<file path="config.mk">
export PLATFORM = sky130hd
export DESIGN_NAME = window_scanner
export DESIGN_NICKNAME = d
export VERILOG_FILES = /design/src/source/conv_feed_pkg.sv /design/src/source/window_scanner.sv
export SDC_FILE = /design/constraint.sdc
export NUM_CORES = 1
export LEC_CHECK = 0
export BUFFER_PORTS_ARGS = -buffer_cell sky130_fd_sc_hd__buf_2
export CORE_AREA = 4 4 47 49
export CTS_CLUSTER_SIZE = 16
export DETAILED_ROUTE_END_ITERATION = 8
export DIE_AREA = 0 0 51 53
export PLACE_DENSITY = 0.7
export SYNTH_ARGS = -nofsm -noshare
export SYNTH_HDL_FRONTEND = slang
export SYNTH_SLANG_ARGS = --single-unit
export TNS_END_PERCENT = 100
</file>
<file path="constraint.sdc">
create_clock -name clk -period 2.1 [get_ports clk]
set_input_delay 0.105 -clock clk [delete_from_list [all_inputs] [get_ports clk]]
set_output_delay 0.105 -clock clk [all_outputs]
set_load 0.005 [all_outputs]
</file>
<file path="src/source/conv_feed_pkg.sv">
package conv_feed_pkg;

	localparam int mem_width    = 80;                     // columns per tile
	localparam int mem_rows     = 8;                      // rows per tile
	localparam int tap_count    = 9;                      // 3x3 taps, also write lanes
	localparam int map_width    = 16;                     // even, <= 68
	localparam int map_height   = 8;                      // even, <= mem_rows
	localparam int bias_col     = mem_width;              // one past the data columns
	localparam int weight_col   = mem_width - tap_count;  // last nine-column group
	localparam int input_groups = 8;                      // nine-column groups per row

	// bias rows + weight rows + input rows of groups
	localparam int load_cycles  = 2 * mem_rows + mem_rows * input_groups;
	// row pairs * column pairs * quadrants
	localparam int scan_cycles  = (map_height / 2) * (map_width / 2) * 4;

	typedef logic [$clog2(mem_width + 1)-1:0] col_t;  // reaches bias_col
	typedef logic [$clog2(mem_rows)-1:0]      row_t;
	typedef logic [tap_count-1:0]             lane_mask_t;  // bit 8 is tap 0
	typedef logic [1:0]                       quad_t;       // pooling quadrant

	typedef enum logic [1:0] {
		ph_idle,
		ph_load,
		ph_scan,
		ph_done
	} phase_t;

	// one memory write, lanes all zero means no write
	typedef struct packed {
		col_t       col;
		row_t       row;
		lane_mask_t lanes;
	} write_slot_t;

	typedef struct packed {
		col_t cx;  // window centre column
		row_t cy;  // window centre row
	} center_t;

	// tap_w[0] / tap_h[0] is tap 0, same tap as en[8]
	typedef struct packed {
		col_t [0:tap_count-1] tap_w;
		row_t [0:tap_count-1] tap_h;
		lane_mask_t           en;     // zero-padding enables
	} tap_bundle_t;

endpackage

</file>
<file path="src/source/window_scanner.sv">
`timescale 1ns/100ps

module window_scanner (
	input  logic                    clk,
	input  logic                    reset,
	input  logic                    scan_run,
	output conv_feed_pkg::center_t  center,
	output logic                    center_valid,
	output logic                    scan_last  // with the final centre
);

	conv_feed_pkg::row_t  j;  // row pair, steps by 2
	conv_feed_pkg::col_t  k;  // column pair, steps by 2
	conv_feed_pkg::quad_t l;  // quadrant, fastest
	logic                 emit;
	logic                 l_end;
	logic                 k_end;
	logic                 j_end;
	logic                 dw;
	logic                 dh;

	// scan_last still high while control leaves ph_scan, hold off then
	assign emit  = scan_run && !scan_last;
	assign l_end = (l == 2'd3);
	assign k_end = (k == conv_feed_pkg::col_t'(conv_feed_pkg::map_width - 2));
	assign j_end = (j == conv_feed_pkg::row_t'(conv_feed_pkg::map_height - 2));

	// quadrant walk (0,0) (0,1) (1,1) (1,0) as dw,dh
	assign dw = l[1];         // l = 2, 3
	assign dh = l[1] ^ l[0];  // l = 1, 2

	always_ff @(posedge clk) begin
		if (reset) begin
			j            <= '0;
			k            <= '0;
			l            <= '0;
			center_valid <= 1'b0;
			scan_last    <= 1'b0;
		end else begin
			center_valid <= emit;
			scan_last    <= emit && l_end && k_end && j_end;
			if (emit) begin
				l <= l + 2'd1;  // wraps to 0 after quadrant 3
				if (l_end)
					k <= k_end ? '0 : k + conv_feed_pkg::col_t'(2);
				if (l_end && k_end)
					j <= j_end ? '0 : j + conv_feed_pkg::row_t'(2);
			end
		end
	end

	// centre payload, no reset
	always_ff @(posedge clk) begin
		if (emit) begin
			center.cx <= k + conv_feed_pkg::col_t'(dw);
			center.cy <= j + conv_feed_pkg::row_t'(dh);
		end
	end

	a_center_in_map: assert property (@(posedge clk) disable iff (reset)
		center_valid |-> (int'(center.cx) < conv_feed_pkg::map_width &&
			int'(center.cy) < conv_feed_pkg::map_height))
		else $error("window centre outside the feature map");

endmodule

</file>
# Word-level counts from Yosys, hierarchy flattened
# Cells that the tools add are included.
dict set report word_totals {
  register_bits 24
  in_bits 3
}
dict set report classes {
  muxes 2
  n_reduce_logical 8
  add_sub_neg 5
  n_eq_ne 3
  bitwise 1
}
# cell count
set op_table {}
lappend op_table {{7-bit by 1-bit adder with 7-bit output} 1}
lappend op_table {{7-bit by 2-bit adder with 7-bit output, second input constant} 1}
lappend op_table {{7-bit by 4-bit == test with 1-bit output, second input constant} 1}
lappend op_table {{7-bit 2-to-1 mux} 1}
lappend op_table {{1-bit logical AND} 5}
lappend op_table {{2-bit AND reduction} 2}
lappend op_table {{3-bit by 1-bit adder with 3-bit output} 1}
lappend op_table {{3-bit by 2-bit adder with 3-bit output, second input constant} 1}
lappend op_table {{3-bit == test, second input constant} 1}
lappend op_table {{3-bit 2-to-1 mux} 1}
lappend op_table {{2-bit by 1-bit adder with 2-bit output, second input constant} 1}
lappend op_table {{2-bit == test, second input constant} 1}
lappend op_table {{1-bit logical NOT} 1}
lappend op_table {{1-bit XOR} 1}

# Depth between registers and ports, before layout
dict set report depth {
  depth_word 5
  mapped_depth 5
  depth_no_buf 4
}

# Least setup slack after synthesis
# No wires, ideal clock.
dict set report synth_timing {
  path_kind {flip-flop to flip-flop}
  from {register l[0]}
  to {register k[6]}
  path_stages_with_launch 5
  period_less_slack_ns 1.360
  t_arrival_ns 1.290
  setup_slack_ns 0.740
  setup_time_ns 0.071
  cell_sequence {dfxtp_1 ha_1 nand4_4 or4_1 a21oi_1}
}
dict set report synth_via {
  elab_chain_cells 2
}
# item line_no
set synth_lines {}
lappend synth_lines {{start, declared} window_scanner.sv:14} ;# conv_feed_pkg::quad_t l;
lappend synth_lines {{start signal, assigned} window_scanner.sv:43} ;# l <= l + 2'd1;
lappend synth_lines {{2-bit == test} window_scanner.sv:24} ;# assign l_end = (l == 2'd3);
lappend synth_lines {{2-bit AND reduction (no line)} -}
lappend synth_lines {{end signal, assigned} window_scanner.sv:45} ;# k <= k_end ? '0 : k + conv_feed_pkg::col_t'(2);
lappend synth_lines {{end, declared} window_scanner.sv:13} ;# conv_feed_pkg::col_t k;
# Every way passes these cells.
# A chain may end at the register's enable or synchronous reset.

# Worst setup path in the final report
dict set report layout_timing {
  from {register l[1]}
  to {register k[6]}
}
# Same word-level chain as after synthesis.

==> results.md <==
Synth:
- The synthesized cell area is 874.6 um2.
- During synthesis, Yosys emitted a total of 0 warnings.
- The share of synthesized registers carrying an async set or reset is 0%.
- The post-synth net total is 78.
- The number of distinct library cells after synthesis is 28.
- The most repeated cell in the gate-level netlist after synthesis is sky130_fd_sc_hd__dfxtp_1.
- Of the synthesized area, sequential elements account for 61.80%.
- In this run the biggest area consumer among cell types represents 34.33% of the synthesized area.
- Synthesis handed over a netlist of 72 instances.
- Yosys attributes the largest share of cell area to sky130_fd_sc_hd__edfxtp_1, sky130_fd_sc_hd__dfxtp_1, sky130_fd_sc_hd__ha_1, sky130_fd_sc_hd__a21oi_1, sky130_fd_sc_hd__nor2_1.
- By count the netlist is led by sky130_fd_sc_hd__dfxtp_1, sky130_fd_sc_hd__edfxtp_1, sky130_fd_sc_hd__nor2_1.
- A synthesized cell averages 12.15 um2.
- The most common flop cell mapped by yosys is sky130_fd_sc_hd__dfxtp_1.
- The cell taking the most area after synthesis is sky130_fd_sc_hd__edfxtp_1.
- The number of synthesized register bits is 22.
- The number of enable-type register cells in the synthesized netlist is 10.

Timing:
- Setup repair after global routing left no endpoint under its margin.
- Based on the critical path, the design can be clocked at up to 675.9 MHz.
- The setup skew after layout is 0.008741 ns.
- The final number of hold-violating endpoints is 0.
- The number of pins with negative max-slew slack in the final report is 0.
- The final critical-path share of the clock period is 70.46%.
- The final critical-path required period is 1.480 ns.
- Setup violations remaining at the end of the flow were counted as 0.
- Measured against its own limit, the worst slew margin works out to 67.07%.
- The transition time at the pin with the least slew margin is 0.4935 ns.
- The final-layout setup total negative slack is 0 ns.

Critical path:
- In this run the worst path has a maximum fanout of 7.
- The kind of start point of the critical path is a register.
- The endpoint identified for the worst register-to-register timing path is k[6].
- The required arrival time at the worst endpoint is 2.35 ns.
- The worst register-to-register path begins at l[1].
- The critical path class is register to register.
- The logic depth of the worst register-to-register path is 4.
- The arrival time reported for the critical path endpoint is 1.73 ns.
- The slack of the worst reg-to-reg path is 0.62 ns.
- STA classifies the critical path endpoint as a register.

Drt:
- The average wire per standard cell is 12.30 um.
- Once detail routing completed, the nets flagged for antenna violations numbered 0.
- Before antenna repair, the detailed router went through 4 iterations.
- For this run, design rule violations remaining after detail routing come to 0.
- The number of violations reported at the end of detailed-routing iteration 0 is 13.
- Dividing the detail-routed via count by the number of cells gives 5.207.
- The via count is 578.
- The routed design has 1.365 mm of wire.

Die:
- The floorplan step defined a die boundary enclosing 2703 um2.
- The number of top-level design ports is 15.
- For this configuration, the core starts out at a cell density of 46.98%.
- The floorplan step set the die height to 53 um.
- The row count is 16.
- The area of the placeable core is 1862 um2.
- The chip width is 51 um.

Pwr:
- Summed over all cells, the static leakage comes to 0.0004252 uW.
- IR analysis of the VDD net gives a maximum drop of 0.4904 mV.
- The power density over the cells is 812.3 nW/um2.

Hold path:
- The worst hold path passes through 2 cells.
- The worst hold path belongs to the class input port to register.
- The end point of the worst hold path is center_valid.
- The hold path startpoint is reset.

Clock tree:
- Clock-pin slew was measured on the worst setup and hold paths at 0.12 ns.
- TritonCTS created 3 clock buffers.
- The buffer count from post-CTS setup fixing is 0.
- The deepest clock path buffer count is 2.
- The cell sitting at the root of the clock tree is a sky130_fd_sc_hd__clkbuf_4.
- In this run the number of H-tree levels came out at 1.
- The number of gates resized after CTS was 0.
- CTS saw 22 sinks.
- The clock tree from TritonCTS is built.
- For this design, the CTS-stage hold fixing added 0 buffers.
- The clock insertion delay at the later pin of the skew report is 0.30 ns.

Final layout:
- The combined area of the multi-input logic cells is 297.8 um2.
- The diode insertion count for antenna repair is 0.
- The share of cells above drive strength 1 is 25.00%.
- The final standard cell area without fillers is 1002 um2.
- The total of fill cells in the finished design is 162.
- At the end of the flow, the number of nets in the layout was 91.
- Compared with the post-synthesis result, the final layout area differs by 14.59%.
- The flip-flop and latch area is 540.5 um2.

Global route:
- Across every metal layer, demand over resource in global routing totals 11.23%.
- For met2 alone, demand over resource in global routing was 18.45%.
- The pin count of the biggest net entering global routing is 15.
- The global-route wire length before repair is 2.270 mm.
- Global routing used 1.690% of the available met3 tracks.
- The met1 usage is 13.86%.
- The via count of the first global-routing pass is 525.
- The total overflow left after global routing is 0.
- The initial antenna violation count is 0.
- The busiest metal layer after global routing is met2.

Flow run:
- The tool flagged a number of max-cap violations equal to 0.

Place:
- Buffers placed on the I/O ports in this run total 14.
- The post-detailed-placement half-perimeter wirelength is 1.005 mm.
- The post-detailed-placement cell area is 949.7 um2.
- The routability congestion estimate from global placement is 0.7397.

Outcome:
- The flow ran to the end, and the final reports show no timing, DRC or antenna violations.
[how the worst max path moves through the flow]
stage	end	slack, ns	startpoint
finish	k[6]	0.62	l[1]
CTS	k[6]	0.62	l[1]
global placement	k[6]	0.68	l[0]
global route	j[1]	0.45	scan_last
detailed placement	k[6]	0.66	l[1]
floorplan	k[6]	0.74	l[0]
[worst max-delay path, cell delays in order (launching register included)]
cell,delay (ns)
sky130_fd_sc_hd__dfxtp_1,0.38
sky130_fd_sc_hd__ha_1,0.26
sky130_fd_sc_hd__nand4_4,0.16
sky130_fd_sc_hd__or4_1,0.49
sky130_fd_sc_hd__a21oi_1,0.15
[state kept, by name (all words and copies together) (netlist names)]
register and flops:
scan_last 1, center 10, l 2, k 6
j 2, center_valid 1
[per-stage QoR]
stage / setup slack, ns / total power (uW) / hold slack [ns] / cells / utilization [%]
global route: 0.4538 / 852.4 / 0.1169 / 111 / 53.83
global placement: 0.6840 / 512.2 / 0.4362 / 107 / 51.01
finish: 0.6204 / 814.1 / 0.1286 / 111 / 53.83
detailed placement: 0.6557 / 513.6 / 0.4505 / 107 / 51.01
CTS: 0.6195 / 824.9 / 0.1259 / 111 / 53.83
floorplan: 0.7397 / 497.0 / 0.3038 / 72 / -
[cell type report]
| cell class | instances | share of cell area [%] |
|---|---|---|
| Clock inverter | 1 | 2.996 |
| Multi-Input combinational cell | 42 | 29.71 |
| Tap cell | 27 | 3.371 |
| Clock buffer | 3 | 2.247 |
| Timing Repair Buffer | 14 | 6.991 |
| Inverter | 2 | 0.7491 |
| Sequential cell | 22 | 53.93 |
[cells by family after synthesis]
group,share of synthesized area (%)
DFF,61.80
and+or+nand+nor,17.31
muxes,1.145
adders and majority gates,4.292
xor gates and xnor gates,3.005
buffers and inverters,4.148
AOI/OAI and AO/OA,8.296
[where the power goes]
part | internal, uW | switching [uW] | total [uW] | leakage (uW)
clock | 193 | 118 | 311 | 0.0000279
sequential | 462 | 5.06 | 467 | 0.000201
combinational | 14.2 | 22.3 | 36.5 | 0.000197
total | 669 | 145 | 814 | 0.000425
[cell usage in the layout, fill, tap and decap left out, drive strengths merged]
cell / synthesis / final
o31ai: 3 / 3
nand3b: 1 / 1
and4b: 1 / 1
nand2: 3 / 3
a311oi: 1 / 1
mux2i: 1 / 1
a41o: 1 / 1
bufinv: 0 / 1
nor3: 4 / 4
ha: 3 / 3
dfxtp: 12 / 12
edfxtp: 10 / 10
nor2: 6 / 6
xor2: 1 / 1
o21ai: 1 / 1
or4: 2 / 2
and3b: 1 / 1
or3: 1 / 1
xnor2: 2 / 2
buf: 2 / 14
a21oi: 5 / 5
inv: 2 / 2
nand4: 3 / 3
clkbuf: 3 / 3
and4: 1 / 1
nand2b: 1 / 1
[per-layer routing]
layer	wire, um	vias to the layer above
met5	0	-
met4	18	0
met3	36	2
met2	694	11
met1	615	276
li1	-	289
Power figures use the tool's default switching activity.
