===== src/source/conv_feed_pkg.sv =====
package conv_feed_pkg;

	localparam int mem_width    = 80;                     // columns per tile
	localparam int mem_rows     = 8;                      // rows per tile
	localparam int tap_count    = 9;                      // 3x3 taps, also write lanes
	localparam int map_width    = 16;                     // even, <= 68
	localparam int map_height   = 8;                      // even, <= mem_rows
	localparam int bias_col     = mem_width;              // one past the data columns
	localparam int weight_col   = mem_width - tap_count;  // last nine-column group
	localparam int input_groups = 8;                      // nine-column groups per row

	// bias rows + weight rows + input rows of groups
	localparam int load_cycles  = 2 * mem_rows + mem_rows * input_groups;
	// row pairs * column pairs * quadrants
	localparam int scan_cycles  = (map_height / 2) * (map_width / 2) * 4;

	typedef logic [$clog2(mem_width + 1)-1:0] col_t;  // reaches bias_col
	typedef logic [$clog2(mem_rows)-1:0]      row_t;
	typedef logic [tap_count-1:0]             lane_mask_t;  // bit 8 is tap 0
	typedef logic [1:0]                       quad_t;       // pooling quadrant

	typedef enum logic [1:0] {
		ph_idle,
		ph_load,
		ph_scan,
		ph_done
	} phase_t;

	// one memory write, lanes all zero means no write
	typedef struct packed {
		col_t       col;
		row_t       row;
		lane_mask_t lanes;
	} write_slot_t;

	typedef struct packed {
		col_t cx;  // window centre column
		row_t cy;  // window centre row
	} center_t;

	// tap_w[0] / tap_h[0] is tap 0, same tap as en[8]
	typedef struct packed {
		col_t [0:tap_count-1] tap_w;
		row_t [0:tap_count-1] tap_h;
		lane_mask_t           en;     // zero-padding enables
	} tap_bundle_t;

endpackage


===== src/source/feed_control.sv =====
`timescale 1ns/100ps

module feed_control (
	input  logic clk,
	input  logic reset,
	input  logic start,      // only looked at in idle
	input  logic load_last,  // loader on its final slot
	input  logic scan_last,  // scanner emitted final centre
	output logic load_run,
	output logic scan_run,
	output logic done
);

	conv_feed_pkg::phase_t phase;

	assign load_run = (phase == conv_feed_pkg::ph_load);  // level for the loader
	assign scan_run = (phase == conv_feed_pkg::ph_scan);  // level for the scanner

	always_ff @(posedge clk) begin
		if (reset) begin
			phase <= conv_feed_pkg::ph_idle;
			done  <= 1'b0;
		end else begin
			done <= (phase == conv_feed_pkg::ph_done);  // lands after the last tap bundle
			case (phase)
				conv_feed_pkg::ph_idle: begin
					if (start)
						phase <= conv_feed_pkg::ph_load;
				end
				conv_feed_pkg::ph_load: begin
					if (load_last)
						phase <= conv_feed_pkg::ph_scan;  // scan starts right behind the loads
				end
				conv_feed_pkg::ph_scan: begin
					if (scan_last)
						phase <= conv_feed_pkg::ph_done;
				end
				default: begin
					phase <= conv_feed_pkg::ph_idle;  // single done cycle
				end
			endcase
		end
	end

	// the scanner only finishes inside the scan phase
	a_last_in_scan: assert property (@(posedge clk) disable iff (reset)
		scan_last |-> scan_run)
		else $error("scan_last outside the scan phase");

endmodule


===== config.mk =====
export PLATFORM = sky130hd
export DESIGN_NAME = feed_control
export DESIGN_NICKNAME = d
export VERILOG_FILES = /design/src/source/conv_feed_pkg.sv /design/src/source/feed_control.sv
export SDC_FILE = /design/constraint.sdc
export NUM_CORES = 1
export LEC_CHECK = 0
export BUFFER_PORTS_ARGS = -buffer_cell sky130_fd_sc_hd__buf_2
export CORE_AREA = 2 2 39 41
export CTS_CLUSTER_DIAMETER = 100
export CTS_CLUSTER_SIZE = 10
export DETAILED_ROUTE_END_ITERATION = 7
export DIE_AREA = 0 0 41 43
export PLACE_DENSITY_LB_ADDON = 0.1
export SLEW_MARGIN = 20
export SYNTH_ARGS = -nofsm -noshare
export SYNTH_HDL_FRONTEND = slang
export SYNTH_SLANG_ARGS = --single-unit

===== constraint.sdc =====
create_clock -name clk -period 3.8 [get_ports clk]
set_clock_uncertainty 0.05 [all_clocks]
set_input_delay 0.19 -clock clk [delete_from_list [all_inputs] [get_ports clk]]
set_output_delay 0.19 -clock clk [all_outputs]
set_load 0.02 [all_outputs]

== Word-level counts from Yosys, hierarchy flattened ==
Cells that the tools add are included.

* Bits of input ports: 5
* Output and inout bits: 3
* Latch bits: 0
* Bits in registers: 3
* Memories: 0
* Memory bits (writable): 0
* ROM bits: 0

* Reduce and logical (&&, ||, !) cells: 2
* $mul: 0
* Add/subtract/negate cells: 0
* Muxes and demuxes: 4
* Shifts and indexed selects: 0
* $lt $le $gt $ge: 0
* Equality and inequality tests: 6
* Divide/modulo/power cells: 0
* Bitwise operators: 0

{| class="wikitable"
|+ Operators by type and width
! kind !! number
|-
| $mux W2 || 3
|-
| $ne A2 B2 Y1 const B || 3
|-
| $pmux W2 S3 || 1
|-
| $eq A2 B2 Y1 const B || 2
|-
| $reduce_and A3 Y1 || 1
|-
| $eq A2 B1 Y1 const B || 1
|-
| $logic_not A2 Y1 || 1
|}

== Logic depth before layout (Yosys ltp) ==
Gate-level depths: netlist (run 1).

* Depth in word-level cells: 3
* Mapped depth: 5
* Mapped depth without buffers: 5

== Least setup slack after synthesis (run 1) ==
Ideal clock, no wire load.

* Kind: register to register
* Start: register phase[0]
* End: register phase[0]
* Slack: 2103 ps
* Library setup time: 123 ps
* Buffers on the path: 0
* Arrival: 1524 ps
* Cell stages (with the launch flop): 5
* Cell sequence: dfxtp_1 -> inv_1 -> ha_1 -> a222oi_1 -> mux2_1

* Longest elaborated chain between the ends: 3
* Elaborated cells on any way between the ends: 8

{| class="wikitable"
|+ RTL lines
! element !! RTL line !! text
|-
| start: declaration || feed_control.sv:14 || <nowiki>conv_feed_pkg::phase_t phase;</nowiki>
|-
| start signal: assignment || feed_control.sv:21 || <nowiki>phase <= conv_feed_pkg::ph_idle;</nowiki>
|-
| start signal: assignment || feed_control.sv:28 || <nowiki>phase <= conv_feed_pkg::ph_load;</nowiki>
|-
| start signal: assignment || feed_control.sv:32 || <nowiki>phase <= conv_feed_pkg::ph_scan;</nowiki>
|-
| $eq A2 B2 Y1 * || - ||
|-
| named net scan_run || feed_control.sv:10 || <nowiki>output logic scan_run,</nowiki>
|-
| $ne A2 B2 Y1 (no line) || - ||
|-
| $reduce_and A3 Y1 (no line) || - ||
|}

Mark *: on every way through the listed nets, which the timed path passes. The rest lies on a longest branch.
A chain may end at the register's enable or synchronous reset.

== Worst setup path after layout (run 1) ==
* Start: register phase[0]
* End: register phase[0]

* Longest elaborated chain between the ends: 3
* Elaborated cells on any way between the ends: 8

{| class="wikitable"
|+ RTL lines
! element !! RTL line !! text
|-
| $eq A2 B2 Y1, or another cell as far along || feed_control.sv:25 || <nowiki>case (phase)</nowiki>
|-
| $ne A2 B2 Y1 (no line) || - ||
|-
| $reduce_and A3 Y1 (no line) || - ||
|}

Parallel ways exist; a longest one is shown, timed or not.

==> results.yml, run 1 <==
synthesis:
  synth_top_family_by_area: "adder cells"
  synth-simple-area-share: 0.153
  yosysUniqueCellTypes: 10
  synth_compound_area_frac: 0.0491
  muxShareOfSynthArea: 0.104
  netlist.top_cell.by_area: "ha_1"
  synth.area.top_cells: "ha_1 (31%), dfxtp_1 (29%), inv_1 (9.2%)"
  synth_area_um2: 204
  ys_seq_area_frac: 0.294
  syn_area_per_cell_um2: 9.27
  synthAdderAreaFrac: 0.307
  synth_warnings: 0
  synth_fp_nets: 32
  synth_top_area_frac: 0.307
  ys_ff_latch: 3
  synth-xor-area-share: 0
  syn_inst: 22
finish:
  layout_commonest_cell: "buf_2"
  final_cell_mix: "buf_2 (7), inv_1 (5), ha_1 (5)"
  diodes: 0
  layout-drive-gt1-share: 0.303
  area_growth_pct: 39.9
  nNetsFinal: 44
  final_area_um2: 285
run:
  maxCapViolCount: 0
detailed_routing:
  viasPerCell: 3.49
  wl_per_cell_um: 8.16
  ant_nets: 0
  vias: 171
  drc: 0
  drt-total-wl_um: 400
  drtPass1Iterations: 4
  drtIter0Drc: 3
placed_design:
  io_buffers: 7
  dpl_cell_area_um2: 259
  place_congestion: 0.636
  post-place-ws_ns: 2.04
pwr:
  power_density_mw_per_mm2: 679
  cellLeakagePower_nw: 0.159
  total_power_uw: 194
  max-vdd-ir-drop_v: 0.000183
setup_path:
  crit_end: "phase[0]"
  cp.arrival_ns: 1.77
  critical_path_class: "reg2reg"
  rr_endpoint: "phase[0]"
  r2r_cells: 4
  crit_fanout: 4
  crit_start: "phase[0]"
  r2r-start: "phase[0]"
  worstPathRequired_ns: 3.86
  crit_path_end_kind: "flip-flop"
  cp-start-kind: "flip-flop"
  regToRegSetupSlack_ns: 2.09
die:
  die_x_um: 41
  die_y_um: 43
  initial_core_util: 0.147
  ios: 8
  core_area_mm2: 0.00138
  rows: 14
  die-area_mm2: 0.00176
clocking:
  cts_tree: "yes"
  cts_resized: 0
  clock_path_buffers: 2
  cts_setup_buffers: 0
  insertion_delay_ns: 0.23
  h-tree-depth: 1
  path_clk_slew_ns: 0.04
  cts_sinks: 3
  clockRootBuffer: "clkbuf_4"
  numCtsBuffers: 3
  holdBufCountCts: 0
timing:
  holdWs_ns: 0.130
  fmax_mhz: 586
  slew_headroom: 0.700
  finalWorstSetupSlack_ns: 2.09
  setup_tns_ns: 0
  worstMarginPinSlew_ns: 0.451
  min_period_over_period: 0.449
  setup_viol: 0
  finalHoldViolCount: 0
  slew_violations: 0
  rsz0062_at_grt: "no"
  period_minus_slack_ns: 1.71
hold_path:
  hold_path_class: "in2reg"
  worstHoldStart: "reset"
global_route:
  grt_remaining_overflow: 0
  antenna_found_initial: 0
  grt_pass1_wl_um: 634
  grt_pass1_vias: 176
  grt_max_degree: 6
  grt_usage: 0.0612
run_status:
  status: "finished clean"
==> cell type report <==
type	instances	area, um2
Clock buffer	4	26.3
Inverter	5	18.8
Timing Repair Buffer	7	35.0
Fill cell	163	1100
Tap cell	16	20.0
Sequential cell	3	60.1
Multi-Input combinational cell	14	125
==> where the power goes <==
part / internal (mW) / switching, mW / total (mW)
registers: 0.0421 / 0.0120 / 0.0541
clock network: 0.0394 / 0.0166 / 0.0559
logic: 0.0367 / 0.0468 / 0.0835
total: 0.118 / 0.0754 / 0.194
==> flip-flops by register name, summed over array words and instances, names as in the netlist <==
name / count
done: 1
phase: 2
==> cell families (layout without fill, tap and decap cells) <==
logic type      count (synthesis)  in the layout
simple gates                    6              6
mux                             2              2
flops                           3              3
buf+inv                         5             16
compound gates                  1              1
fa+ha+maj                       5              5
==> cell usage after synthesis, drive strengths merged <==
| cell | n |
|---|---|
| a222oi | 1 |
| dfxtp | 3 |
| ha | 5 |
| inv | 5 |
| mux2 | 1 |
| mux2i | 1 |
| nand2b | 2 |
| nor2 | 2 |
| nor2b | 1 |
| nor3 | 1 |
==> how the worst min path moves through the flow <==
stage               endpoint  slack (ns)  cells past startpoint
floorplan               done        0.21                      1
global placement        done        0.38                      2
detailed placement      done        0.37                      2
CTS                     done        0.12                      2
global route            done        0.14                      2
finish                  done        0.13                      2
==> through the flow <==
step / utilization / std cells
after floorplan: - / 22
after global placement: 0.187 / 45
after detailed placement: 0.187 / 45
after CTS: 0.206 / 49
after global routing: 0.206 / 49
final: 0.206 / 49
==> worst max-delay path, stage by stage, from the launching register on <==
cell      delay [ns]
dfxtp_1         0.38
inv_1           0.10
ha_1            0.23
a222oi_1        0.46
mux2_1          0.37
==> metal layers <==
layer,track usage,vias to the layer above,part of all wire
li1,-,90,-
met1,0.0611,73,0.47
met2,0.0719,8,0.41
met3,0.0209,0,0.12
met4,0.100,0,0
met5,0,-,0
Power figures use the tool's default switching activity.
==> inputs of run 2 (changes only) <==
ABC_AREA = 1   (was unset)
clock period = 1.4 ns   (was 3.8 ns; I/O delays follow)
==> run 2 against run 1 <==
Net effect: sequential power rose to 2.6 times the previous value; first-iteration DRC count down 100%; sequential share of layout area down 1.4 points; synthesized cell count up 36%; worst setup slack worse by 1.9 ns; routed wire length up 3.0%; clock power rose to 2.7 times the previous value.
==> results.yml, run 2 <==
run_status:
  status: "finished clean"
setup_path:
  rr_endpoint: "phase[1]"
  crit_fanout: 4
  critical_path_class: "reg2out"
  worstPathRequired_ns: 1.28
  r2r-start: "phase[1]"
  crit_path_end_kind: "output pin"
  cp-start-kind: "flip-flop"
  cp.arrival_ns: 1.09
  crit_start: "phase[1]"
  regToRegSetupSlack_ns: 0.23
  r2r_cells: 6
run:
  maxCapViolCount: 0
finish:
  reg_top3: "phase x2, done x1"
  area_growth_pct: 42.7
  top_register: "phase"
  nNetsFinal: 53
  layout-drive-gt1-share: 0.286
  ff_latch_area_um2: 60.1
  diodes: 0
  largest_register_ffs: 2
  final_cell_mix: "inv_1 (7), nor2_1 (7), buf_2 (7)"
  fill_cells: 168
  final_core_util: 0.221
  multi_input_area_um2: 128
  final_area_um2: 305
  stdcell_count: 58
synthesis:
  synth_area_um2: 214
  synth_top_area_frac: 0.292
  netlist.top_cell.by_area: "ha_1"
  synth.area.top_cells: "ha_1 (29%), dfxtp_1 (28%), inv_1 (12%)"
  synth_edf_count: 0
  synth_fp_nets: 40
  synth_warnings: 0
  async_flop_share: 0
  ys_ff_latch: 3
  yosysUniqueCellTypes: 7
  syn_inst: 30
  synth_common_cells: "inv_1 (7), nor2_1 (7), nand2_1 (6), ha_1 (5), dfxtp_1 (3)"
  syn_area_per_cell_um2: 7.13
  synthFlopType: "dfxtp_1"
  ys_seq_area_frac: 0.281
timing:
  setup_tns_ns: 0
  worstMarginPinSlew_ns: 0.164
  setup_viol: 0
  min_period_over_period: 0.866
  period_minus_slack_ns: 1.21
  rsz0062_at_grt: "no"
  slew_headroom: 0.890
  fmax_mhz: 825
  slew_violations: 0
  holdWs_ns: 0.222
  finalHoldViolCount: 0
  finalWorstSetupSlack_ns: 0.188
placed_design:
  dp_hpwl_um: 325
  place_congestion: 0.613
  post-place-ws_ns: 0.207
  dp.cells: 53
  io_buffers: 7
  dpl_cell_area_um2: 269
die:
  core_area_mm2: 0.00138
  rows: 14
  die_y_um: 43
  die_x_um: 41
  initial_core_util: 0.155
  die-area_mm2: 0.00176
  ios: 8
clocking:
  cts_tree: "yes"
  cts_resized: 0
  cts_sinks: 3
  insertion_delay_ns: 0.23
  numCtsBuffers: 3
  clock_path_buffers: 2
  path_clk_slew_ns: 0.04
  h-tree-depth: 1
  clockRootBuffer: "clkbuf_4"
pwr:
  total_power_uw: 537
  max-vdd-ir-drop_v: 0.000448
  cellLeakagePower_nw: 0.183
  power_density_mw_per_mm2: 1760
detailed_routing:
  ant_nets: 0
  viasPerCell: 3.36
  drtPass1Iterations: 1
  drt-total-wl_um: 412
  drtIter0Drc: 0
  wl_per_cell_um: 7.10
  drc: 0
  vias: 195
hold_path:
  holdPathStages: 6
  hold_path_class: "in2reg"
  worstHoldStart: "scan_last"
  hold_path_end: "phase[0]"
global_route:
  grt_max_degree: 5
  grt_usage: 0.0622
  antenna_found_initial: 0
  grt_pass1_wl_um: 669
  grt_remaining_overflow: 0
  grt_pass1_vias: 185
run 2: changes by cell type after synthesis, sizes merged, moves of 2 or more:
cell    previous run  this run
nand2b             2         0
inv                5         7
nand2              0         7
nor2               2         7
run 2: layout make-up:
| class | instances | share of cell area |
|---|---|---|
| Sequential cell | 3 | 0.197 |
| Timing Repair Buffer | 8 | 0.148 |
| Tap cell | 16 | 0.0656 |
| Inverter | 7 | 0.0861 |
| Clock buffer | 4 | 0.0861 |
| Multi-Input combinational cell | 20 | 0.418 |
run 2: metal layers:
metal,part of all wire,global-route usage,vias up
met5,0,0,-
met3,0.070,0.0314,0
li1,-,-,109
met1,0.54,0.0643,78
met2,0.39,0.0750,8
met4,0,0.0800,0
run 2: where the power goes:
part | total, mW | switching [mW] | internal, mW
clock network | 0.152 | 0.0453 | 0.107
logic | 0.245 | 0.150 | 0.0951
registers | 0.140 | 0.0271 | 0.113
total | 0.537 | 0.223 | 0.315
run 2: logic make-up after synthesis:
family,Yosys count,synth area share
adder cells (fa/ha/maj),5,0.292
buffers and inverters,7,0.123
flip-flops,3,0.281
AND/OR/NAND/NOR,15,0.304
run 2: worst max path at each step:
stage	to	slack, ns	cells after the start
3_5_place_dp	phase[0]	0.21	6
6_report	load_run	0.19	3
5_1_grt	phase[0]	0.08	6
3_3_place_gp	phase[0]	0.21	6
2_1_floorplan	phase[0]	0.20	6
4_1_cts	load_run	0.17	3
run 2: what timing repair did:
action                    CTS  global route
hold buffers                1             0
hold endpoints to repair    1             0
buffers inserted            0             0
run 2: critical path, stage by stage (launching register included):
cell	delay (ns)
dfxtp_1	0.39
inv_1	0.10
ha_1	0.21
buf_2	0.16
==> inputs of run 3 (changes only) <==
CORE_AREA = 5 5 42 44   (was 2 2 39 41)
DIE_AREA = 0 0 47 49   (was 0 0 41 43)
==> run 3 against run 2 <==
Net effect: worst setup slack barely moved; flip-flop and latch count did not move; sequential share of layout area did not move; via count fell by 1.0%; total power fell by 0.36%; critical path type unchanged; critical endpoint is now scan_run; largest cell class unchanged; highest routed layer unchanged.
==> results.yml, run 3 (synthesized netlist as in run 2, its figures left out) <==
run_status:
  status: "finished clean"
detailed_routing:
  vias: 193
  ant_nets: 0
  drt-total-wl_um: 406
  drtIter0Drc: 0
  viasPerCell: 3.33
  drc: 0
  drtPass1Iterations: 1
  wl_per_cell_um: 7.00
global_route:
  grt_usage: 0.0436
  grt_pass1_wl_um: 662
  grt_pass1_vias: 188
  antenna_found_initial: 0
  grt_max_degree: 5
  grt_remaining_overflow: 0
die:
  rows: 14
  die_x_um: 47
  die_y_um: 49
  ios: 8
  initial_core_util: 0.153
  core_area_mm2: 0.00140
  die-area_mm2: 0.00230
setup_path:
  crit_path_end_kind: "output pin"
  cp.arrival_ns: 1.09
  crit_start: "phase[0]"
  crit_fanout: 4
  critical_path_class: "reg2out"
  cp-start-kind: "flip-flop"
  worstPathRequired_ns: 1.28
  r2r-start: "phase[0]"
finish:
  layout-drive-gt1-share: 0.286
  top_register: "phase"
  diodes: 0
  reg_top3: "phase x2, done x1"
  final_cell_mix: "inv_1 (7), nor2_1 (7), buf_2 (7)"
  fill_cells: 174
  final_core_util: 0.218
  stdcell_count: 58
  area_growth_pct: 42.7
  largest_register_ffs: 2
  nNetsFinal: 53
placed_design:
  place_congestion: 0.669
  dp_hpwl_um: 347
  dp.cells: 53
  io_buffers: 7
pwr:
  cellLeakagePower_nw: 0.183
  power_density_mw_per_mm2: 1750
  max-vdd-ir-drop_v: 0.000451
clocking:
  clock_path_buffers: 2
  numCtsBuffers: 3
  insertion_delay_ns: 0.23
  cts_sinks: 3
  path_clk_slew_ns: 0.04
  cts_tree: "yes"
  cts_setup_buffers: 0
  h-tree-depth: 1
  clockRootBuffer: "clkbuf_4"
timing:
  worstMarginPinSlew_ns: 0.155
  min_period_over_period: 0.866
  slew_headroom: 0.897
  rsz0062_at_grt: "no"
  period_minus_slack_ns: 1.21
  setup_viol: 0
  slew_violations: 0
  fmax_mhz: 825
  finalHoldViolCount: 0
  setup_tns_ns: 0
run:
  maxCapViolCount: 0
hold_path:
  worstHoldStart: "scan_last"
  hold_path_class: "in2reg"
[run 3: cell counts in the layout (fill, tap and decap cells not counted)]
No cell type changed its count.
[run 3: critical path, cell delays in order (launching register included)]
cell and delay [ns]:
dfxtp_1 0.37, inv_1 0.10, ha_1 0.23, buf_2 0.17
[run 3: worst paths after layout]
path,slack [ns],to,cells after the start
max reg2reg,0.22,phase[1],6
min reg2reg,0.58,phase[0],4
min,0.22,phase[0],6
max,0.19,scan_run,3
[run 3: timing repair]
| action | 4_1_cts | 5_1_grt |
|---|---|---|
| resized for setup | 0 | 0 |
| hold endpoints to repair | 1 | 0 |
| hold buffers | 1 | 0 |
[run 3: cell type report]
type	count	area [um2]	share of cell area
timing repair buffer	8	45.0	0.148
clock buffer	4	26.3	0.0861
multi-input combinational	20	128	0.418
inverter	7	26.3	0.0861
sequential	3	60.1	0.197
tap	16	20.0	0.0656
[run 3: routing by layer]
metal | wire (um) | vias up | global-route usage
met4 | 0 | 0 | 0.0691
met5 | 0 | - | 0
met2 | 170 | 7 | 0.0475
met3 | 54 | 0 | 0.0111
li1 | - | 109 | -
met1 | 181 | 77 | 0.0504
[run 3: through the flow]
stage                     hold WS (ns)  setup slack, ns  instance area, um2  power (mW)
after global routing             0.292           0.0888                 305       0.603
after floorplan                 0.0913            0.199                 214       0.333
after detailed placement         0.199            0.204                 269       0.393
after global placement           0.199            0.193                 269       0.399
final                            0.222            0.188                 305       0.535
after CTS                        0.224            0.161                 305       0.553
[run 3: power by group]
part,leakage [nW],internal [mW],total [mW],switching [mW]
Clock,0.0150,0.107,0.149,0.0421
Sequential,0.0247,0.113,0.139,0.0258
Combinational,0.143,0.0963,0.248,0.152
