`src/source/conv_feed_pkg.sv`:
```
package conv_feed_pkg;

	localparam int mem_width    = 80;                     // columns per tile
	localparam int mem_rows     = 8;                      // rows per tile
	localparam int tap_count    = 9;                      // 3x3 taps, also write lanes
	localparam int map_width    = 16;                     // even, <= 68
	localparam int map_height   = 8;                      // even, <= mem_rows
	localparam int bias_col     = mem_width;              // one past the data columns
	localparam int weight_col   = mem_width - tap_count;  // last nine-column group
	localparam int input_groups = 8;                      // nine-column groups per row

	// bias rows + weight rows + input rows of groups
	localparam int load_cycles  = 2 * mem_rows + mem_rows * input_groups;
	// row pairs * column pairs * quadrants
	localparam int scan_cycles  = (map_height / 2) * (map_width / 2) * 4;

	typedef logic [$clog2(mem_width + 1)-1:0] col_t;  // reaches bias_col
	typedef logic [$clog2(mem_rows)-1:0]      row_t;
	typedef logic [tap_count-1:0]             lane_mask_t;  // bit 8 is tap 0
	typedef logic [1:0]                       quad_t;       // pooling quadrant

	typedef enum logic [1:0] {
		ph_idle,
		ph_load,
		ph_scan,
		ph_done
	} phase_t;

	// one memory write, lanes all zero means no write
	typedef struct packed {
		col_t       col;
		row_t       row;
		lane_mask_t lanes;
	} write_slot_t;

	typedef struct packed {
		col_t cx;  // window centre column
		row_t cy;  // window centre row
	} center_t;

	// tap_w[0] / tap_h[0] is tap 0, same tap as en[8]
	typedef struct packed {
		col_t [0:tap_count-1] tap_w;
		row_t [0:tap_count-1] tap_h;
		lane_mask_t           en;     // zero-padding enables
	} tap_bundle_t;

endpackage

```
`src/source/load_sequencer.sv`:
```
`timescale 1ns/100ps

module load_sequencer (
	input  logic                        clk,
	input  logic                        reset,
	input  logic                        load_run,
	output conv_feed_pkg::write_slot_t  slot,
	output logic                        load_last
);

	logic [6:0]                 idx;        // flat slot index 0 .. load_cycles-1
	logic [6:0]                 in_idx;     // index inside the input section
	logic [2:0]                 grp;        // input group in the row
	conv_feed_pkg::write_slot_t slot_next;

	// high in the cycle that builds the final slot
	assign load_last = load_run && (idx == 7'(conv_feed_pkg::load_cycles - 1));

	assign in_idx = idx - 7'(2 * conv_feed_pkg::mem_rows);  // skip bias and weight rows
	assign grp    = 3'(in_idx % conv_feed_pkg::input_groups);

	always_comb begin
		if (idx < 7'(conv_feed_pkg::mem_rows)) begin
			slot_next.col   = conv_feed_pkg::col_t'(conv_feed_pkg::bias_col);
			slot_next.row   = conv_feed_pkg::row_t'(idx);
			slot_next.lanes = 9'b1_0000_0000;  // bias sits in lane 0 only
		end else if (idx < 7'(2 * conv_feed_pkg::mem_rows)) begin
			slot_next.col   = conv_feed_pkg::col_t'(conv_feed_pkg::weight_col);
			slot_next.row   = conv_feed_pkg::row_t'(idx);  // low bits are the row
			slot_next.lanes = '1;
		end else begin
			slot_next.col   = conv_feed_pkg::col_t'(grp * conv_feed_pkg::tap_count);
			slot_next.row   = conv_feed_pkg::row_t'(in_idx / conv_feed_pkg::input_groups);
			slot_next.lanes = '1;
			// lane 8 of the last group would hit the weight column
			if (grp == 3'(conv_feed_pkg::input_groups - 1))
				slot_next.lanes[0] = 1'b0;
		end
		if (!load_run)
			slot_next.lanes = '0;  // no write outside a run
	end

	always_ff @(posedge clk) begin
		if (reset) begin
			idx        <= '0;
			slot.lanes <= '0;
		end else begin
			slot <= slot_next;
			if (load_run)
				idx <= load_last ? 7'd0 : idx + 7'd1;  // rearmed for the next run
		end
	end

	// writes stop once the final slot has gone out
	a_no_write_after_last: assert property (@(posedge clk) disable iff (reset)
		load_last |-> ##2 (slot.lanes == '0))
		else $error("write lanes still set after the final slot");

endmodule

```
`config.mk`:
```
export PLATFORM = sky130hd
export DESIGN_NAME = load_sequencer
export DESIGN_NICKNAME = d
export VERILOG_FILES = /design/src/source/conv_feed_pkg.sv /design/src/source/load_sequencer.sv
export SDC_FILE = /design/constraint.sdc
export NUM_CORES = 1
export LEC_CHECK = 0
export BUFFER_PORTS_ARGS = -buffer_cell sky130_fd_sc_hd__buf_2
export CORE_MARGIN = 8
export CORE_UTILIZATION = 45
export CTS_CLUSTER_DIAMETER = 50
export CTS_CLUSTER_SIZE = 40
export DETAILED_ROUTE_END_ITERATION = 6
export PLACE_DENSITY = 0.7
export SLEW_MARGIN = 0
export SYNTH_ARGS = -nofsm -noshare
export SYNTH_HDL_FRONTEND = slang
export SYNTH_SLANG_ARGS = --single-unit
```
`constraint.sdc`:
```
create_clock -name clk -period 3.46 [get_ports clk]
set_input_delay 0.692 -clock clk [delete_from_list [all_inputs] [get_ports clk]]
set_output_delay 0.692 -clock clk [all_outputs]
set_load 0.02 [all_outputs]
```
== Word-level counts from Yosys, hierarchy flattened ==
Cells that the tools add are included.

* Register bits: 26
* Bits in latches: 0
* Bits in writable memories: 0
* Bits in read-only memories: 0
* Bits of input ports: 3
* Output and inout port bits: 20
* Memories: 0

* Add/subtract/negate cells: 2
* Multiply operators: 1
* Divide/modulo/power cells: 0
* $lt $le $gt $ge: 2
* Equality and inequality tests: 2
* Shift-type cells: 0
* Multiplexer cells: 4
* Bitwise operators: 1
* Reductions and logical operators: 4

{| class="wikitable"
|+ Operators with widths
! operator !! count
|-
| $mux W17 || 1
|-
| $mux W12 || 1
|-
| $add A7 B1 Y7 const B || 1
|-
| $eq A7 B7 Y1 const B || 1
|-
| $lt A7 B4 Y1 const B || 1
|-
| $lt A7 B5 Y1 const B || 1
|-
| $mul A3 B4 Y7 const B || 1
|-
| $mux W7 || 1
|-
| $sub A6 B5 Y6 const B || 1
|-
| $reduce_or A2 Y1 || 2
|-
| $eq A3 B3 Y1 const B || 1
|-
| $reduce_or A3 Y1 || 1
|-
| $logic_and A1 B1 Y1 || 1
|-
| $mux W1 || 1
|-
| $not A1 Y1 || 1
|}

== Depth between registers and ports, before layout ==
Gate-level depths: netlist (run 1).

* Depth in word-level cells: 5
* Mapped depth: 5

== Least setup slack after synthesis (run 1) ==
OpenSTA, ideal clock, no wires.

* Path kind: input-to-output
* Start point: input load_run
* End point: output load_last
* Data arrival time: 1.438 ns
* Required time: 2.768 ns
* Path slack: 1.330 ns
* Cell stages on the path: 3
* Buffers on the path: 1
* Cells stage by stage: buf_6 -> nand4_1 -> nor2_1

* Cells in the longest elaborated chain, start to end: 1

{| class="wikitable"
|+ Ends and longest elaborated chain
! what !! RTL line !! RTL
|-
| start, declared || load_sequencer.sv:6 || <nowiki>input logic load_run,</nowiki>
|-
| $logic_and A1 B1 Y1 || load_sequencer.sv:17 || <nowiki>assign load_last = load_run && (idx == 7'(conv_feed_pkg::load_cycles - 1));</nowiki>
|-
| end, declared || load_sequencer.sv:8 || <nowiki>output logic load_last</nowiki>
|}

Every way passes these cells.

== Final worst setup path (run 1) ==
* Start point: register idx[0]
* End point: output load_last

* Cells in the longest elaborated chain, start to end: 2

{| class="wikitable"
|+ Ends and longest elaborated chain
! what !! RTL line !! RTL
|-
| start, declared || load_sequencer.sv:11 || <nowiki>logic [6:0] idx;</nowiki>
|-
| start signal, assigned || load_sequencer.sv:50 || <nowiki>idx <= load_last ? 7'd0 : idx + 7'd1;</nowiki>
|-
| $eq A7 B7 Y1 || load_sequencer.sv:17 ||
|-
| $logic_and A1 B1 Y1 || load_sequencer.sv:17 ||
|}

Every way passes these cells.

==> flow_summary.json, run 1 <==
{
  "tightest_slew_ps": 449,
  "clock-sinks": 20,
  "ys_ff_latch": 20,
  "die_w_um": 60.7,
  "critPathKind": "reg -> out",
  "clock_skew_ps": 1.73,
  "finalMaxSlewViolations": 0,
  "cts_resized": 0,
  "grt_max_degree": 14,
  "drt-wirelength-per-cell_um": 11.6,
  "p_total_uw": 393,
  "drc": 0,
  "final_area_um2": 995,
  "p_comb_share_pct": 6.4,
  "p_leak_nw": 0.442,
  "syn2layout_area_growth_pct": 10.6,
  "yosysSeqAreaShare_pct": 55.6,
  "num_rows": 16,
  "vias_per_cell": 4.69,
  "nets": 108,
  "grt_pass1_wl_um": 2490,
  "synth_area_leader_cell": "edfxtp_1",
  "startpoint_type": "register",
  "htree_levels": 1,
  "synth_common_cells": "10 x dfxtp_1, 10 x edfxtp_1, 10 x nand2_1",
  "die_h_um": 60.7,
  "gp_congestion": 0.790,
  "endpoint_kind": "output port",
  "routed_wl_um": 1470,
  "drt_iter0_drc": 13,
  "path_max_fanout": 6,
  "fin_util_pct": 51.8,
  "timing.fmax_ghz": 0.410,
  "place_area_um2": 968,
  "arrival_ps": 1750,
  "core_area_um2": 1920,
  "synth-async-reset-ratio_pct": 0,
  "internal-power_uw": 308,
  "final-instance-count-excl-fill": 127,
  "clockBufferDepth": 2,
  "yosysWarnings": 0,
  "p_per_area_nw_per_um2": 395,
  "required_ps": 2770,
  "synth_area_um2": 900,
  "reg2reg_from": "idx[4]",
  "grt_pass1_vias": 607,
  "antenna_found_initial": 0,
  "synthDistinctLibCells": 25,
  "period_share_pct": 70.5,
  "rrSetupSlack_ps": 1990,
  "syn_area_per_cell_um2": 10.7,
  "grt_usage_pct": 8.97,
  "synth_top_area_share_pct": 33.4,
  "io_pins": 23,
  "post_cts_buffers": 0,
  "fillCellCount": 180,
  "drive_above_1_share_pct": 29.0,
  "postCtsHoldBufs": 0,
  "relSlewSlack_pct": 70.0,
  "port_buffers": 22,
  "synth_edf_count": 10,
  "peakVddDrop_v": 0.000218,
  "status": "finished clean",
  "ff_latch_area_um2": 500,
  "cts_tree": "built",
  "diodes": 0,
  "clk_pin_slew_ps": 100,
  "rr_worst_depth": 3,
  "seq_power_share_pct": 66.0,
  "synth_area_leaders": "edfxtp_1 33%, dfxtp_1 22%, buf_4 6.7%",
  "rsz0062_at_grt": "false",
  "overflow": 0,
  "vias": 595,
  "worstHoldPathType": "reg -> reg",
  "tns_ps": 0,
  "multi_input_area_um2": 304,
  "p_sw_share_pct": 21.5,
  "cts_buffers": 3,
  "syn_nets": 91,
  "root_buffer": "clkbuf_4",
  "synthFlopType": "edfxtp_1",
  "pwr-share-clk_pct": 27.6,
  "setup_viol": 0,
  "start_util_pct": 46.8,
  "reg2reg_to": "slot[12]",
  "min_period_ps": 2440,
  "critPathCapture": "load_last",
  "p_sw_uw": 84.7,
  "drv_cap": 0,
  "drt_first_pass_iters": 4,
  "syn_inst": 84,
  "ant_nets": 0,
  "hold_violations": 0,
  "clk_latency_ps": 290,
  "dieArea_um2": 3690,
  "placed_cells": 123,
  "crit_start": "idx[0]"
}
cells by family after synthesis:
logic type                 Yosys count  share of synthesized area (%)
and+or+nand+nor                     33                           18.9
DFF                                 20                           55.6
buffers and inverters               15                           10.6
AOI/OAI and AO/OA                    9                           6.26
adders and majority gates            4                           5.56
xor gates and xnor gates             2                           1.95
muxes                                1                           1.11
metal layers:
| metal | vias to the layer above | wire length (µm) | global-route usage (%) |
|---|---|---|---|
| met3 | 2 | 101 | 3.39 |
| met5 | - | 0 | 0 |
| met2 | 14 | 700 | 14.5 |
| li1 | 312 | - | - |
| met1 | 267 | 656 | 9.90 |
| met4 | 0 | 13 | 4.98 |
worst max-delay path, cell delays in order, from the launching register on:
cell	delay, ps
dfxtp_1	440
ha_1	210
nand4_1	180
nor2_1	390
buf_2	250
worst min path at each step:
stage,startpoint,endpoint,cells past startpoint
global route,idx[4],slot[10],1
floorplan,idx[6],idx[6],2
CTS,idx[6],idx[6],2
finish,idx[6],idx[6],2
global placement,idx[6],idx[6],2
detailed placement,idx[6],idx[6],2
layout make-up:
class | instances | share of cell area, %
repair buffers | 22 | 11.1
clock buffers | 4 | 2.64
well taps | 27 | 3.40
flip-flops and latches | 20 | 50.3
multi-input cells | 49 | 30.6
inverters | 5 | 2.01
per-stage QoR:
stage               hold slack, ps  setup WS (ps)
floorplan                      482           1330
global placement               513           1160
detailed placement             534           1090
CTS                            549            996
global route                   602            876
finish                         547           1020
power by group through the flow:
stage          clock, mW  sequential [mW]  combinational, mW
6_report           0.108            0.259             0.0252
3_3_place_gp           0            0.264             0.0253
2_1_floorplan          0            0.271             0.0120
5_1_grt            0.123            0.261             0.0285
4_1_cts            0.114            0.259             0.0257
3_5_place_dp           0            0.265             0.0256
flip-flops by register name, indices dropped and copies added, names as in the netlist:
name  count
idx       7
slot     13
layout by cell type (no fill, tap or decap), types with 2 or more instances in the layout:
| cell type | instances |
|---|---|
| a21oi_1 | 3 |
| and2_4 | 2 |
| buf_2 | 22 |
| clkbuf_4 | 3 |
| dfxtp_1 | 10 |
| edfxtp_1 | 10 |
| ha_1 | 4 |
| inv_1 | 4 |
| nand2_1 | 10 |
| nand2b_1 | 4 |
| nand3b_1 | 2 |
| nand4_1 | 2 |
| nor2_1 | 7 |
| nor3_1 | 3 |
| o21ai_0 | 3 |
| or3_1 | 2 |
Power figures use the tool's default switching activity.
==> run 2, diff against run 1 <==
--- a/config.mk
+++ b/config.mk
@@ -11,7 +11,7 @@
 export CTS_CLUSTER_DIAMETER = 50
 export CTS_CLUSTER_SIZE = 40
 export DETAILED_ROUTE_END_ITERATION = 6
-export PLACE_DENSITY = 0.7
+export PLACE_DENSITY = 0.73
 export SLEW_MARGIN = 0
 export SYNTH_ARGS = -nofsm -noshare
 export SYNTH_HDL_FRONTEND = slang
==> constraint.sdc (replaced) <==
create_clock -name clk -period 2 [get_ports clk]
set_input_delay 0.4 -clock clk [delete_from_list [all_inputs] [get_ports clk]]
set_output_delay 0.4 -clock clk [all_outputs]
set_load 0.02 [all_outputs]
==> run 2 against run 1 <==
- cell area increased by 1.6%
- cell count increased by 1.6%
- sequential power increased by 73%
- clock skew grew 5.6 ps
- worst setup slack got worse by 840 ps
- via count rose by 4.2%
- clock power increased by 73%
- die area did not move
- worst hold slack got worse by 180 ps
- clock-buffer cell count down 1
- non-clock buffer count is 2 higher
- utilization grew 0.85 points
==> flow_summary.json, run 2 (synthesis gave the netlist of run 1 again) <==
{
  "drt_first_pass_iters": 4,
  "start_util_pct": 46.8,
  "cts_buffers": 3,
  "ant_nets": 0,
  "p_total_uw": 680,
  "hold_start": "reset",
  "htree_levels": 1,
  "period_share_pct": 90.9,
  "vias_per_cell": 4.81,
  "rrSetupSlack_ps": 510,
  "drc": 0,
  "post-place-ws_ps": 453,
  "multi_input_area_um2": 304,
  "vias": 620,
  "grt_max_degree": 14,
  "port_buffers": 22,
  "routed_wl_um": 1550,
  "crit_buf_inv": 1,
  "min_period_ps": 1820,
  "crit_start": "idx[1]",
  "diodes": 0,
  "tns_ps": 0,
  "rr_worst_depth": 3,
  "drv_cap": 0,
  "grt_usage_pct": 8.99,
  "critPathKind": "reg -> out",
  "num_rows": 16,
  "overflow": 0,
  "endpoint_kind": "output port",
  "cts_tree": "built",
  "grt_pass1_vias": 594,
  "startpoint_type": "register",
  "relSlewSlack_pct": 70.0,
  "status": "finished clean",
  "reg2reg_to": "slot[12]",
  "die_h_um": 60.7,
  "cp_top_family": "flip-flops",
  "crit_cells": 4,
  "tightest_slew_ps": 449,
  "core_area_um2": 1920,
  "drive_above_1_share_pct": 31.4,
  "postCtsHoldBufs": 0,
  "io_pins": 23,
  "arrival_ps": 1420,
  "reg2reg_from": "idx[4]",
  "path_max_fanout": 5,
  "placed_cells": 124,
  "rsz0062_at_grt": "false",
  "slowest_stage": "dfxtp_1",
  "worstHoldPathType": "in -> reg",
  "drt-wirelength-per-cell_um": 12.0,
  "drt_iter0_drc": 14,
  "setup_ws_ps": 181,
  "fillCellCount": 186,
  "clock_skew_ps": 7.34,
  "layout_commonest_cell": "buf_2",
  "dieArea_um2": 3690,
  "dpl.hpwl_um": 1190,
  "finalMaxSlewViolations": 0,
  "largestRegisters": "slot (13), idx (7)",
  "final-instance-count-excl-fill": 129,
  "crit_path_cell_trace": "ha_1 -> nand4_1 -> nor2_1 -> buf_2",
  "top_register": "slot",
  "clockBufferDepth": 2,
  "clk_pin_slew_ps": 110,
  "clk_latency_ps": 300,
  "peakVddDrop_v": 0.000407,
  "required_ps": 1600,
  "nets": 110,
  "clock-sinks": 20,
  "critPathCapture": "load_last",
  "largest_reg_flops": 13,
  "setup_viol": 0,
  "ff_latch_area_um2": 502,
  "hold_violations": 0,
  "grt_pass1_wl_um": 2440,
  "max_stage_delay_ps": 410,
  "root_buffer": "clkbuf_4",
  "timing.fmax_ghz": 0.550,
  "antenna_found_initial": 0,
  "p_leak_nw": 0.452,
  "die_w_um": 60.7,
  "gp_congestion": 0.814,
  "final_cell_mix": "22 x buf_2, 10 x nand2_1, 10 x edfxtp_1, 9 x dfxtp_1, 7 x nor2_1",
  "p_per_area_nw_per_um2": 672,
  "syn2layout_area_growth_pct": 12.4
}
-- run 2: cell types whose count changed in the layout (fill, tap and decap cells not counted) --
| cell | previous run | this run |
|---|---|---|
| buf_4 | 0 | 2 |
| clkbuf_1 | 1 | 0 |
| clkinv_1 | 0 | 1 |
| dfxtp_1 | 10 | 9 |
| dfxtp_2 | 0 | 1 |
-- run 2: how the worst min path moves through the flow --
stage	cells after the start	slack, ps	to
floorplan	2	480	idx[6]
detailed placement	2	540	idx[0]
CTS	2	370	idx[5]
finish	2	370	idx[5]
global route	2	360	idx[5]
global placement	2	520	idx[6]
-- run 2: per-stage QoR --
| stage | instance area [µm²] | utilization, % | hold WS, ps |
|---|---|---|---|
| 3_3_place_gp | 976 | 50.8 | 518 |
| 5_1_grt | 1010 | 52.6 | 362 |
| 4_1_cts | 1000 | 52.1 | 366 |
| 6_report | 1010 | 52.6 | 367 |
| 2_1_floorplan | 900 | - | 482 |
| 3_5_place_dp | 976 | 50.8 | 535 |
-- run 2: layout make-up --
cell class | count | area share (%)
multi-input cells | 49 | 30.1
clock inverters | 1 | 0.371
flip-flops and latches | 20 | 49.6
repair buffers | 24 | 12.4
well taps | 27 | 3.34
clock buffers | 3 | 2.23
inverters | 5 | 1.98
-- run 2: routing by layer --
layer | wire, µm | vias to the layer above | global-route usage, % | part of all wire [%]
met5 | 0 | - | 0 | 0
met4 | 23 | 0 | 4.98 | 1.5
met3 | 120 | 3 | 3.18 | 7.8
met2 | 801 | 17 | 15.8 | 52
met1 | 600 | 287 | 8.97 | 39
li1 | - | 313 | - | -
-- run 2: worst reg2reg max path, cell delays in order, from the launching register on --
cell      delay (ps)
dfxtp_1          360
or3_1            530
and2_4           220
nand2b_1         130
-- run 2: repair_timing --
action	in CTS	in global routing
setup buffers	0	1
setup endpoints to repair	0	1
resized for setup	0	1
-- run 2: report_power, final --
part / internal [mW] / total, mW / switching [mW] / leakage, nW
Sequential: 0.442 / 0.449 / 0.00644 / 0.177
Combinational: 0.0145 / 0.0441 / 0.0296 / 0.260
Clock: 0.0727 / 0.187 / 0.115 / 0.0154
==> run 3, diff against run 2 <==
--- a/config.mk
+++ b/config.mk
@@ -11,7 +11,7 @@
 export CTS_CLUSTER_DIAMETER = 50
 export CTS_CLUSTER_SIZE = 40
 export DETAILED_ROUTE_END_ITERATION = 6
-export PLACE_DENSITY = 0.73
+export PLACE_DENSITY = 0.82
 export SLEW_MARGIN = 0
 export SYNTH_ARGS = -nofsm -noshare
 export SYNTH_HDL_FRONTEND = slang
==> run 3 against run 2 <==
- worst hold slack gained 12 ps
- sequential power about the same
- first-iteration DRC count rose by 64%
- largest cell class unchanged
==> flow_summary.json, run 3 (synthesis gave the netlist of run 1 again) <==
{
  "status": "finished clean",
  "port_buffers": 22,
  "finalMaxSlewViolations": 0,
  "drt_first_pass_iters": 4,
  "postCtsHoldBufs": 0,
  "setup_viol": 0,
  "core_area_um2": 1920,
  "start_util_pct": 46.8,
  "rsz0062_at_grt": "false",
  "endpoint_kind": "output port",
  "tightest_slew_ps": 444,
  "clk_pin_slew_ps": 100,
  "grt_pass1_wl_um": 2270,
  "htree_levels": 1,
  "p_total_uw": 680,
  "drv_cap": 0,
  "p_leak_nw": 0.448,
  "clock-sinks": 20,
  "critPathKind": "reg -> out",
  "required_ps": 1600,
  "root_buffer": "clkbuf_4",
  "num_rows": 16,
  "drc": 0,
  "hold-worst-slack_ps": 379,
  "clk_latency_ps": 290,
  "dieArea_um2": 3690,
  "timing.fmax_ghz": 0.543,
  "clockBufferDepth": 2,
  "vias_per_cell": 4.82,
  "nets": 109,
  "worstHoldPathType": "in -> reg",
  "vias": 617,
  "drt-wirelength-per-cell_um": 11.5,
  "largestRegisters": "slot (13), idx (7)",
  "antenna_found_initial": 0,
  "final_area_um2": 1010,
  "die_h_um": 60.7,
  "cts_buffers": 3,
  "io_pins": 23,
  "min_period_ps": 1840,
  "place_area_um2": 976,
  "top_register": "slot",
  "grt_usage_pct": 8.38,
  "p_per_area_nw_per_um2": 676,
  "drt_iter0_drc": 23,
  "ant_nets": 0,
  "period_share_pct": 92.1,
  "drive_above_1_share_pct": 31.7,
  "overflow": 0,
  "layout_commonest_cell": "buf_2",
  "startpoint_type": "register",
  "grt_max_degree": 14,
  "dpl.hpwl_um": 1120,
  "tns_ps": 0,
  "largest_reg_flops": 13,
  "placed_cells": 124,
  "die_w_um": 60.7,
  "cts_tree": "built",
  "final_cell_mix": "22 x buf_2, 10 x nand2_1, 10 x edfxtp_1, 9 x dfxtp_1, 6 x nor2_1",
  "hold_violations": 0,
  "relSlewSlack_pct": 70.4,
  "arrival_ps": 1440,
  "routed_wl_um": 1470,
  "diodes": 0,
  "syn2layout_area_growth_pct": 11.8,
  "gp_congestion": 0.848,
  "path_max_fanout": 5,
  "grt_pass1_vias": 553,
  "peakVddDrop_v": 0.000288,
  "final-instance-count-excl-fill": 128,
  "clock_skew_ps": 4.97
}
==> run 3: through the flow <==
stage | utilization (%) | setup slack (ps)
2_1_floorplan | - | 380
3_3_place_gp | 50.8 | 511
3_5_place_dp | 50.8 | 456
4_1_cts | 52.1 | 116
5_1_grt | 52.3 | 14.3
6_report | 52.3 | 159
==> run 3: power by group <==
| group | leakage, nW | switching (mW) | internal (mW) |
|---|---|---|---|
| Combinational | 0.255 | 0.0297 | 0.0146 |
| Sequential | 0.177 | 0.00677 | 0.442 |
| Clock | 0.0150 | 0.109 | 0.0776 |
==> run 3: final timing paths <==
path	startpoint	endpoint	slack (ps)	cells past startpoint
worst max register to register	idx[4]	slot[12]	530	3
worst min-delay path	reset	idx[5]	380	2
worst min register to register	idx[0]	idx[0]	530	2
worst max-delay path	idx[1]	load_last	160	4
==> run 3: cell type report <==
type                       count  area (µm²)
clock buffer                   4        26.3
fill                         189         916
inverter                       5        20.0
multi-input combinational     49         307
sequential                    20         502
tap                           27        33.8
timing repair buffer          23         118
==> run 3: routing by layer <==
layer | global-route usage [%] | up-vias | part of all wire [%]
met1 | 8.83 | 282 | 40
li1 | - | 312 | -
met2 | 13.9 | 21 | 50
met3 | 2.97 | 2 | 8.6
met4 | 5.32 | 0 | 1.2
met5 | 0 | - | 0
==> run 3: repair_timing <==
item                                    4_1_cts  5_1_grt
setup buffers                                 0        0
endpoints found under the setup margin        0        1
gates resized for setup                       0        2
==> run 3: critical path, cell delays in order (launching register included) <==
cell and delay [ps]:
dfxtp_1 420, ha_1 210, nand4_1 180, nor2_2 170, buf_2 170
